==> src/core_pkg.sv <==
// Core package for the four stage RV32I subset core
// Shared widths, opcode constants, ALU operation enum and the
// packed structs carried between pipeline stages

package core_pkg;

    // Widths with a meaning
    typedef logic [31:0] word_t;
    typedef logic [4:0]  reg_idx_t;
    typedef logic [31:0] instr_t;

    // Major opcodes handled by decode
    localparam logic [6:0] OPC_OP_IMM = 7'b0010011;
    localparam logic [6:0] OPC_OP     = 7'b0110011;
    localparam logic [6:0] OPC_LUI    = 7'b0110111;
    localparam logic [6:0] OPC_BRANCH = 7'b1100011;
    localparam logic [6:0] OPC_STORE  = 7'b0100011;

    // ALU operations, pass-b serves LUI
    typedef enum logic [2:0] {
        ALU_ADD,
        ALU_SUB,
        ALU_AND,
        ALU_OR,
        ALU_XOR,
        ALU_PASS_B
    } alu_op_e;

    // Fetch to decode
    typedef struct packed {
        logic   valid;
        word_t  pc;
        instr_t instr;
    } f_to_d_s;

    // Decode to execute, operands already forwarded
    typedef struct packed {
        logic     valid;
        word_t    pc;
        word_t    op_a;
        word_t    op_b;
        word_t    store_data;
        word_t    imm;
        alu_op_e  alu_op;
        reg_idx_t rd;
        logic     we;
        logic     store;
        logic     branch;
        logic     bne;
    } d_to_e_s;

    // Execute to writeback
    typedef struct packed {
        logic     valid;
        word_t    result;
        word_t    store_addr;
        word_t    store_data;
        reg_idx_t rd;
        logic     we;
        logic     store;
    } e_to_w_s;

    // Pending register write seen by decode
    typedef struct packed {
        logic     we;
        reg_idx_t rd;
        word_t    val;
    } fwd_s;

endpackage : core_pkg

==> src/core_decode.sv <==
// Decode stage
// Field split, immediate build, control decode and operand
// forwarding into the decode to execute register

`timescale 1ns/1ns

module core_decode (
    input  logic                clk,
    input  logic                rst,

    // From fetch
    input  core_pkg::f_to_d_s   f_to_d,

    // Register file read ports
    output core_pkg::reg_idx_t  rs1_idx,
    output core_pkg::reg_idx_t  rs2_idx,
    input  core_pkg::word_t     rs1_val,
    input  core_pkg::word_t     rs2_val,

    // Results not yet in the register file
    input  core_pkg::fwd_s      e_fwd,
    input  core_pkg::fwd_s      w_fwd,

    // Flush from a taken branch
    input  logic                branch_taken,

    // To execute
    output core_pkg::d_to_e_s   d_to_e
);

    import core_pkg::*;

    logic [6:0] opcode;
    logic [2:0] funct3;
    logic [6:0] funct7;
    reg_idx_t   rd;
    word_t      imm_i;
    word_t      imm_s;
    word_t      imm_b;
    word_t      imm_u;
    word_t      rs1_fwd;
    word_t      rs2_fwd;
    d_to_e_s    d_next;

    // Youngest write wins, x0 never forwarded
    function automatic word_t fwd_sel(reg_idx_t idx, word_t rf_val, fwd_s e, fwd_s w);
        word_t v;
        v = rf_val;
        if (idx != '0) begin
            if (e.we && (e.rd == idx)) begin
                v = e.val;
            end else if (w.we && (w.rd == idx)) begin
                v = w.val;
            end
        end
        return v;
    endfunction

    // Instruction fields
    assign opcode  = f_to_d.instr[6:0];
    assign rd      = f_to_d.instr[11:7];
    assign funct3  = f_to_d.instr[14:12];
    assign rs1_idx = f_to_d.instr[19:15];
    assign rs2_idx = f_to_d.instr[24:20];
    assign funct7  = f_to_d.instr[31:25];

    // Immediates, all sign extended from bit 31
    assign imm_i = {{20{f_to_d.instr[31]}}, f_to_d.instr[31:20]};
    assign imm_s = {{20{f_to_d.instr[31]}}, f_to_d.instr[31:25], f_to_d.instr[11:7]};
    assign imm_b = {{19{f_to_d.instr[31]}}, f_to_d.instr[31], f_to_d.instr[7],
                    f_to_d.instr[30:25], f_to_d.instr[11:8], 1'b0};
    assign imm_u = {f_to_d.instr[31:12], 12'h000};

    assign rs1_fwd = fwd_sel(rs1_idx, rs1_val, e_fwd, w_fwd);
    assign rs2_fwd = fwd_sel(rs2_idx, rs2_val, e_fwd, w_fwd);

    always_comb begin
        // Defaults describe a no-op
        d_next            = '0;
        d_next.valid      = f_to_d.valid && !branch_taken;
        d_next.pc         = f_to_d.pc;
        d_next.op_a       = rs1_fwd;
        d_next.op_b       = rs2_fwd;
        d_next.store_data = rs2_fwd;
        d_next.imm        = imm_i;
        d_next.alu_op     = ALU_ADD;
        d_next.rd         = rd;
        unique case (opcode)
            OPC_OP_IMM: begin
                d_next.op_b = imm_i;
                d_next.we   = 1'b1;
                case (funct3)
                    3'b000:  d_next.alu_op = ALU_ADD;
                    3'b111:  d_next.alu_op = ALU_AND;
                    3'b110:  d_next.alu_op = ALU_OR;
                    3'b100:  d_next.alu_op = ALU_XOR;
                    // Shifts and compares not supported
                    default: d_next.we = 1'b0;
                endcase
            end
            OPC_OP: begin
                d_next.we = 1'b1;
                case ({funct7, funct3})
                    {7'b0000000, 3'b000}: d_next.alu_op = ALU_ADD;
                    {7'b0100000, 3'b000}: d_next.alu_op = ALU_SUB;
                    {7'b0000000, 3'b111}: d_next.alu_op = ALU_AND;
                    {7'b0000000, 3'b110}: d_next.alu_op = ALU_OR;
                    {7'b0000000, 3'b100}: d_next.alu_op = ALU_XOR;
                    default:              d_next.we = 1'b0;
                endcase
            end
            OPC_LUI: begin
                d_next.imm    = imm_u;
                d_next.op_b   = imm_u;
                d_next.alu_op = ALU_PASS_B;
                d_next.we     = 1'b1;
            end
            OPC_BRANCH: begin
                d_next.imm = imm_b;
                // BEQ and BNE only
                d_next.branch = (funct3 == 3'b000) || (funct3 == 3'b001);
                d_next.bne    = (funct3 == 3'b001);
            end
            OPC_STORE: begin
                d_next.imm   = imm_s;
                // Word stores only
                d_next.store = (funct3 == 3'b010);
            end
            default: ;
        endcase
        // Writes to x0 dropped here
        if (rd == '0) begin
            d_next.we = 1'b0;
        end
    end

    always_ff @(posedge clk) begin
        if (rst) begin
            d_to_e.valid <= 1'b0;
        end else begin
            d_to_e <= d_next;
        end
    end

endmodule : core_decode

==> src/core_execute.sv <==
// Execute stage
// ALU, store address, BEQ/BNE resolution and flush, plus the
// execute to writeback register

`timescale 1ns/1ns

module core_execute (
    input  logic               clk,
    input  logic               rst,

    // From decode
    input  core_pkg::d_to_e_s  d_to_e,

    // Redirect to fetch, flush to decode
    output logic               branch_taken,
    output core_pkg::word_t    branch_target,

    // Live result for the instruction behind
    output core_pkg::fwd_s     e_fwd,

    // To writeback
    output core_pkg::e_to_w_s  e_to_w
);

    import core_pkg::*;

    word_t alu_result;
    word_t store_addr;
    logic  operands_eq;

    // ALU
    always_comb begin
        case (d_to_e.alu_op)
            ALU_ADD:    alu_result = d_to_e.op_a + d_to_e.op_b;
            ALU_SUB:    alu_result = d_to_e.op_a - d_to_e.op_b;
            ALU_AND:    alu_result = d_to_e.op_a & d_to_e.op_b;
            ALU_OR:     alu_result = d_to_e.op_a | d_to_e.op_b;
            ALU_XOR:    alu_result = d_to_e.op_a ^ d_to_e.op_b;
            ALU_PASS_B: alu_result = d_to_e.op_b;
            default:    alu_result = d_to_e.op_a + d_to_e.op_b;
        endcase
    end

    // Base plus S immediate
    assign store_addr = d_to_e.op_a + d_to_e.imm;

    // Branch compare, BNE inverts the sense
    assign operands_eq   = (d_to_e.op_a == d_to_e.op_b);
    assign branch_taken  = d_to_e.valid && d_to_e.branch && (operands_eq ^ d_to_e.bne);
    assign branch_target = d_to_e.pc + d_to_e.imm;

    // Forward only real register writes
    assign e_fwd.we  = d_to_e.valid && d_to_e.we;
    assign e_fwd.rd  = d_to_e.rd;
    assign e_fwd.val = alu_result;

    always_ff @(posedge clk) begin
        if (rst) begin
            e_to_w.valid <= 1'b0;
        end else begin
            // The branch itself retires, only younger ones are squashed
            e_to_w.valid <= d_to_e.valid;
        end
        e_to_w.result     <= alu_result;
        e_to_w.store_addr <= store_addr;
        e_to_w.store_data <= d_to_e.store_data;
        e_to_w.rd         <= d_to_e.rd;
        e_to_w.we         <= d_to_e.we;
        e_to_w.store      <= d_to_e.store;
    end

endmodule : core_execute

==> src/core_fetch.sv <==
// Fetch stage
// Holds the PC, drives the instruction port and captures the
// returned instruction into the fetch to decode register

`timescale 1ns/1ns

module core_fetch #(
    parameter core_pkg::word_t RESET_PC = 32'h0000_0000
) (
    // Clock and reset
    input  logic              clk,
    input  logic              rst,

    // Redirect from execute
    input  logic              branch_taken,
    input  core_pkg::word_t   branch_target,

    // Instruction port, data returns in the same cycle
    output core_pkg::word_t   instr_addr,
    input  core_pkg::instr_t  instr_rdata,

    // To decode
    output core_pkg::f_to_d_s f_to_d
);

    import core_pkg::*;

    word_t pc;
    word_t pc_next;

    // Address goes straight out of the PC register
    assign instr_addr = pc;

    // Sequential flow unless execute redirects
    always_comb begin
        if (branch_taken) begin
            pc_next = branch_target;
        end else begin
            pc_next = pc + 32'd4;
        end
    end

    always_ff @(posedge clk) begin
        if (rst) begin
            pc           <= RESET_PC;
            f_to_d.valid <= 1'b0;
        end else begin
            pc           <= pc_next;
            // Wrong path fetch is dropped on redirect
            f_to_d.valid <= !branch_taken;
        end
        // Payload needs no reset
        f_to_d.pc    <= pc;
        f_to_d.instr <= instr_rdata;
    end

endmodule : core_fetch

==> src/core_rf.sv <==
// Integer register file
// 32 entries, two combinational read ports and one write port,
// x0 always reads as zero

`timescale 1ns/1ns

module core_rf (
    input  logic                clk,
    input  logic                rst,

    // Read ports, used by decode
    input  core_pkg::reg_idx_t  rs1_idx,
    input  core_pkg::reg_idx_t  rs2_idx,
    output core_pkg::word_t     rs1_val,
    output core_pkg::word_t     rs2_val,

    // Write port, driven by writeback
    input  logic                rd_we,
    input  core_pkg::reg_idx_t  rd_idx,
    input  core_pkg::word_t     rd_val
);

    import core_pkg::*;

    word_t regs [32];

    // x0 is hardwired to zero
    assign rs1_val = (rs1_idx == '0) ? '0 : regs[rs1_idx];
    assign rs2_val = (rs2_idx == '0) ? '0 : regs[rs2_idx];

    always_ff @(posedge clk) begin
        if (rst) begin
            for (int i = 0; i < 32; i++) begin
                regs[i] <= '0;
            end
        end else if (rd_we && (rd_idx != '0)) begin
            regs[rd_idx] <= rd_val;
        end
    end

endmodule : core_rf

==> src/core_top.sv <==
// Top of the four stage core
// Fetch, decode, execute and writeback around a shared register file

`timescale 1ns/1ns

module core_top #(
    parameter core_pkg::word_t RESET_PC = 32'h0000_0000
) (
    // Clock and reset
    input  logic              clk,
    input  logic              rst,

    // Instruction port
    output core_pkg::word_t   instr_addr,
    input  core_pkg::instr_t  instr_rdata,

    // Store port
    output logic              store_en,
    output core_pkg::word_t   store_addr,
    output core_pkg::word_t   store_data
);

    import core_pkg::*;

    // Inter-stage registers
    f_to_d_s  f_to_d;
    d_to_e_s  d_to_e;
    e_to_w_s  e_to_w;

    // Forwarding sources
    fwd_s     e_fwd;
    fwd_s     w_fwd;

    // Register file ports
    reg_idx_t rs1_idx;
    reg_idx_t rs2_idx;
    word_t    rs1_val;
    word_t    rs2_val;
    logic     rd_we;
    reg_idx_t rd_idx;
    word_t    rd_val;

    // Redirect
    logic     branch_taken;
    word_t    branch_target;

    core_fetch #(
        .RESET_PC (RESET_PC)
    ) fetch_inst (
        .clk           (clk),
        .rst           (rst),
        .branch_taken  (branch_taken),
        .branch_target (branch_target),
        .instr_addr    (instr_addr),
        .instr_rdata   (instr_rdata),
        .f_to_d        (f_to_d)
    );

    core_decode decode_inst (
        .clk          (clk),
        .rst          (rst),
        .f_to_d       (f_to_d),
        .rs1_idx      (rs1_idx),
        .rs2_idx      (rs2_idx),
        .rs1_val      (rs1_val),
        .rs2_val      (rs2_val),
        .e_fwd        (e_fwd),
        .w_fwd        (w_fwd),
        .branch_taken (branch_taken),
        .d_to_e       (d_to_e)
    );

    core_rf rf_inst (
        .clk     (clk),
        .rst     (rst),
        .rs1_idx (rs1_idx),
        .rs2_idx (rs2_idx),
        .rs1_val (rs1_val),
        .rs2_val (rs2_val),
        .rd_we   (rd_we),
        .rd_idx  (rd_idx),
        .rd_val  (rd_val)
    );

    core_execute execute_inst (
        .clk           (clk),
        .rst           (rst),
        .d_to_e        (d_to_e),
        .branch_taken  (branch_taken),
        .branch_target (branch_target),
        .e_fwd         (e_fwd),
        .e_to_w        (e_to_w)
    );

    core_writeback writeback_inst (
        .clk        (clk),
        .rst        (rst),
        .e_to_w     (e_to_w),
        .rd_we      (rd_we),
        .rd_idx     (rd_idx),
        .rd_val     (rd_val),
        .w_fwd      (w_fwd),
        .store_en   (store_en),
        .store_addr (store_addr),
        .store_data (store_data)
    );

endmodule : core_top

==> src/core_writeback.sv <==
// Writeback stage
// Retires the instruction in the writeback register as either a
// register write or a one-cycle store strobe

`timescale 1ns/1ns

module core_writeback (
    input  logic                clk,
    input  logic                rst,

    // From execute
    input  core_pkg::e_to_w_s   e_to_w,

    // Register file write port
    output logic                rd_we,
    output core_pkg::reg_idx_t  rd_idx,
    output core_pkg::word_t     rd_val,

    // Same write, seen by decode
    output core_pkg::fwd_s      w_fwd,

    // Store port
    output logic                store_en,
    output core_pkg::word_t     store_addr,
    output core_pkg::word_t     store_data
);

    import core_pkg::*;

    // Register write lands at the end of this cycle
    assign rd_we  = e_to_w.valid && e_to_w.we;
    assign rd_idx = e_to_w.rd;
    assign rd_val = e_to_w.result;

    assign w_fwd.we  = rd_we;
    assign w_fwd.rd  = rd_idx;
    assign w_fwd.val = rd_val;

    // One pulse per retired SW
    assign store_en   = e_to_w.valid && e_to_w.store;
    assign store_addr = e_to_w.store_addr;
    assign store_data = e_to_w.store_data;

endmodule : core_writeback

==> config.mk <==
export PLATFORM = sky130hd
export DESIGN_NAME = core_top
export DESIGN_NICKNAME = d
export VERILOG_FILES = /design/src/core_pkg.sv /design/src/core_decode.sv /design/src/core_execute.sv /design/src/core_fetch.sv /design/src/core_rf.sv /design/src/core_top.sv /design/src/core_writeback.sv
export SDC_FILE = /design/constraint.sdc
export NUM_CORES = 2
export LEC_CHECK = 0
export BUFFER_PORTS_ARGS = -buffer_cell sky130_fd_sc_hd__clkbuf_2
export CORE_MARGIN = 5
export CORE_UTILIZATION = 60
export DETAILED_ROUTE_END_ITERATION = 8
export GPL_TIMING_DRIVEN = 0
export PLACE_DENSITY = 0.75
export SYNTH_ARGS = -nofsm -noshare
export SYNTH_HDL_FRONTEND = slang
export SYNTH_HIERARCHICAL = 1
export SYNTH_SLANG_ARGS = --single-unit
==> constraint.sdc <==
create_clock -name clk -period 4.9 [get_ports clk]
set_input_delay 0.245 -clock clk [delete_from_list [all_inputs] [get_ports clk]]
set_output_delay 0.245 -clock clk [all_outputs]
set_load 0.05 [all_outputs]
==> insert_results.sql <==
INSERT INTO impl_metrics (metric_group, metric, value, unit) VALUES
('status', 'outcome', 'finished, violations left', ''),
('status', 'failing_checks', 'DRC, capacitance limit, slew limit, setup timing', ''),
('timing', 'max_clock_freq', '187', 'MHz'),
('detailed_routing', 'routed_wl', '303000', 'um'),
('timing', 'finalClockSkew', '0.0362', 'ns'),
('yosys', 'dominantRegCellSynth', 'sky130_fd_sc_hd__edfxtp_1', ''),
('layout', 'postLayoutCellArea', '86100', 'um2'),
('yosys', 'synthesis.instances', '5879', ''),
('place', 'dpl_cell_area', '80500', 'um2'),
('power', 'internal_power', '22.2', 'mW'),
('critical_path', 'timing.critical_path.depth', '8', ''),
('place', 'gp_congestion', '1.10', ''),
('power', 'fin_total_pwr', '32.0', 'mW'),
('yosys', 'synth-seq-cells', '1398', ''),
('timing', 'final.setup.tns', '-10.18', 'ns'),
('power', 'part_of_the_power_in_combinational_logic', '20.2', '%'),
('hold_path', 'hold_class', 'in -> reg', ''),
('cts', 'clock_tree.htree_level_count', '4', ''),
('hold_path', 'worst_hold_path_cell_count', '2', ''),
('layout', 'nNetsFinal', '6433', ''),
('critical_path', 'crit-reg2reg-capture', 'decode_inst/d_to_e[66]', ''),
('floorplanning', 'row_count', '131', ''),
('power', 'peakVddDrop', '0.000449', 'V'),
('power', 'lkg_pwr', '32.3', 'nW'),
('critical_path', 'rr_worst_depth', '8', ''),
('floorplanning', 'effective_utilization_at_floorplan', '60.6', '%'),
('timing', 'fin_worst_hold_slack', '0.0737', 'ns'),
('grt', 'grt_start_max_net_pins', '134', ''),
('run', 'cap_violations', '11', ''),
('detailed_routing', 'avgRoutedWirePerCell', '37.4', 'um'),
('grt', 'groute.usage.overall', '43.8', '%'),
('critical_path', 'critical_path.max_stage_delay', '1.15', 'ns'),
('timing', 'slew_viol_final', '26', ''),
('detailed_routing', 'drcViolationCount', '3', ''),
('critical_path', 'crit-reg2reg-launch', 'fetch_inst/f_to_d[22]', ''),
('critical_path', 'arrival', '5.86', 'ns'),
('critical_path', 'start_kind', 'flop', ''),
('timing', 'timing.final.ws_setup', '-0.443', 'ns'),
('power', 'netSwitchingPower', '9.77', 'mW'),
('power', 'p_clk_share', '35.5', '%'),
('place', 'post-dp-hpwl', '211000', 'um'),
('place', 'post-place-cells', '7772', ''),
('layout', 'final_util', '67.2', '%'),
('cts', 'worstSkewPairLatency', '0.82', 'ns'),
('layout', 'finish.cell_count_without_fillers', '8099', ''),
('cts', 'tritoncts', 'built', ''),
('critical_path', 'cp_num_buf_inv', '4', ''),
('place', 'portBuffers', '130', ''),
('power', 'swShare', '30.6', '%'),
('critical_path', 'worst_path_most_repeated_cell', 'sky130_fd_sc_hd__clkbuf_1', ''),
('critical_path', 'critPathTopFamily', 'buffers and inverters', ''),
('cts', 'cts-buffers-inserted', '151', ''),
('yosys', 'synth.lib_cells_used.distinct', '116', ''),
('layout', 'layout-drive-gt1-share', '21.3', '%'),
('timing', 'final_setup_violation_count', '53', ''),
('critical_path', 'crit_required', '5.42', 'ns'),
('cts', 'clk_transition_reported_paths', '0.06', 'ns'),
('timing', 'report.final.hold_viol_count', '0', ''),
('hold_path', 'hold_end', 'fetch_inst/f_to_d[15]', ''),
('critical_path', 'r2r_setup_slack', '-0.44', 'ns'),
('cts', 'clock_sink_count', '1398', ''),
('critical_path', 'critical-path-slowest-cell', 'sky130_fd_sc_hd__clkbuf_1', ''),
('timing', 'setup_repair_after_global_routing_missed_its_margin', 'true', ''),
('cts', 'clock_path_buffers', '3', ''),
('timing', 'part_of_the_cycle_the_worst_path_needs', '109', '%'),
('yosys', 'synthArstFlopShare', '0', '%'),
('timing', 'finalCriticalPeriod', '5.34', 'ns'),
('cts', 'clock_tree.root_cell', 'sky130_fd_sc_hd__clkbuf_16', ''),
('timing', 'worstMarginPinSlew', '1.77', 'ns'),
('floorplanning', 'floorplan.die.width', '369', 'um'),
('yosys', 'mappedNetlistArea', '77500', 'um2');
-- cells in the mapped netlist, drive strengths merged, types with 38 or more instances --
| library cell | count | share of area [%] |
|---|---|---|
| a2111oi | 61 | 0.79 |
| a21o | 39 | 0.38 |
| a21oi | 180 | 1.2 |
| a221o | 56 | 0.72 |
| a22o | 67 | 0.76 |
| a2bb2oi | 63 | 0.95 |
| and2 | 1013 | 8.2 |
| buf | 311 | 2.9 |
| clkbuf | 352 | 1.9 |
| dfxtp | 202 | 5.2 |
| edfxtp | 1196 | 46 |
| ha | 158 | 2.6 |
| inv | 124 | 0.60 |
| mux2i | 169 | 2.2 |
| mux4 | 472 | 14 |
| nand2 | 139 | 0.67 |
| nor2 | 212 | 1.0 |
| nor2b | 38 | 0.32 |
| nor3 | 90 | 0.61 |
| o21ai | 91 | 0.59 |
| o22ai | 191 | 1.5 |
| or2 | 40 | 0.32 |
| xnor2 | 83 | 0.94 |
-- state kept, by name, indices dropped and copies added, names as in the netlist --
signal,count
execute_inst/e_to_w,104
fetch_inst/f_to_d,65
decode_inst/d_to_e,173
rf_inst/regs,1024
fetch_inst/instr_addr,32
-- repair_timing --
| action | 4_1_cts | 5_1_grt |
|---|---|---|
| setup endpoints to repair | 40 | 43 |
| hold buffers | 32 | 0 |
| pin swaps | 0 | 2 |
| endpoints found under the hold margin | 32 | 0 |
| buffers inserted | 0 | 6 |
| resized for setup | 24 | 34 |
-- power by group through the flow --
stage,Sequential [mW],Clock [mW],Combinational (mW)
finish,14.2,11.4,6.47
global route,14.2,11.9,6.59
CTS,14.1,11.4,6.12
detailed placement,14.3,0,6.06
global placement,14.3,0,5.97
floorplan,14.0,0,3.97
-- kinds of logic (layout without fill, tap and decap cells) --
family	Yosys count	in the layout	synth area share, %
AO/OA/AOI/OAI	1015	1015	9.85
adder cells (fa/ha/maj)	162	162	2.65
AND/OR/NAND/NOR	1725	1725	12.9
flip-flops	1398	1398	51.5
other	1	49	0.00484
buffers and inverters	790	1233	5.41
multiplexers	672	672	16.3
XOR/XNOR	116	116	1.33
-- how the worst max path moves through the flow --
stage / end / start
global route: decode_inst/d_to_e[100] / decode_inst/d_to_e[108]
floorplan: decode_inst/d_to_e[0] / rst
detailed placement: decode_inst/d_to_e[94] / fetch_inst/f_to_d[22]
global placement: decode_inst/d_to_e[61] / rst
CTS: decode_inst/d_to_e[105] / fetch_inst/f_to_d[20]
finish: decode_inst/d_to_e[66] / fetch_inst/f_to_d[22]
-- placed cells by master, fill, tap and decap left out, drive strengths merged, types with 18 or more instances in the layout --
| cell type | instances |
|---|---|
| xor2 | 33 |
| o21bai | 26 |
| a2111oi | 61 |
| and3 | 23 |
| a2bb2oi | 63 |
| inv | 135 |
| clkinv | 55 |
| edfxtp | 1196 |
| a31oi | 18 |
| nor3 | 90 |
| nor2 | 212 |
| conb | 32 |
| a21o | 39 |
| and2 | 1013 |
| xnor2 | 83 |
| nand3 | 36 |
| a221o | 56 |
| dlygate4sd3 | 32 |
| o21ai | 91 |
| nand4 | 23 |
| a21oi | 180 |
| mux4 | 472 |
| ha | 158 |
| dfxtp | 202 |
| mux2i | 169 |
| nand2 | 139 |
| nor2b | 38 |
| a22oi | 24 |
| buf | 318 |
| clkbuf | 674 |
| o22ai | 191 |
| a211oi | 36 |
| mux2 | 31 |
| nor4 | 25 |
| nand2b | 24 |
| or2 | 40 |
| a311oi | 21 |
| a22o | 67 |
-- routing by layer --
layer  global-route usage, %  share of wire (%)  vias up
met5                    1.07               0.14        -
met1                    52.1                 32    28600
met4                    35.5                 11       12
met3                    17.1                 15     1450
li1                        -                  -    23000
met2                    63.1                 42     5412
-- final cells by class --
class	instances	area (um2)	share of cell area [%]
clock buffers	191	4200	4.88
diodes	17	42.5	0.0494
flip-flops and latches	1398	40000	46.4
repair buffers	176	1100	1.28
plain buffers	664	3760	4.37
multi-input cells	3722	33700	39.2
inverters	124	473	0.550
clock inverters	78	657	0.763
well taps	1729	2160	2.51
No activity file was read; power rests on OpenSTA's default activity.
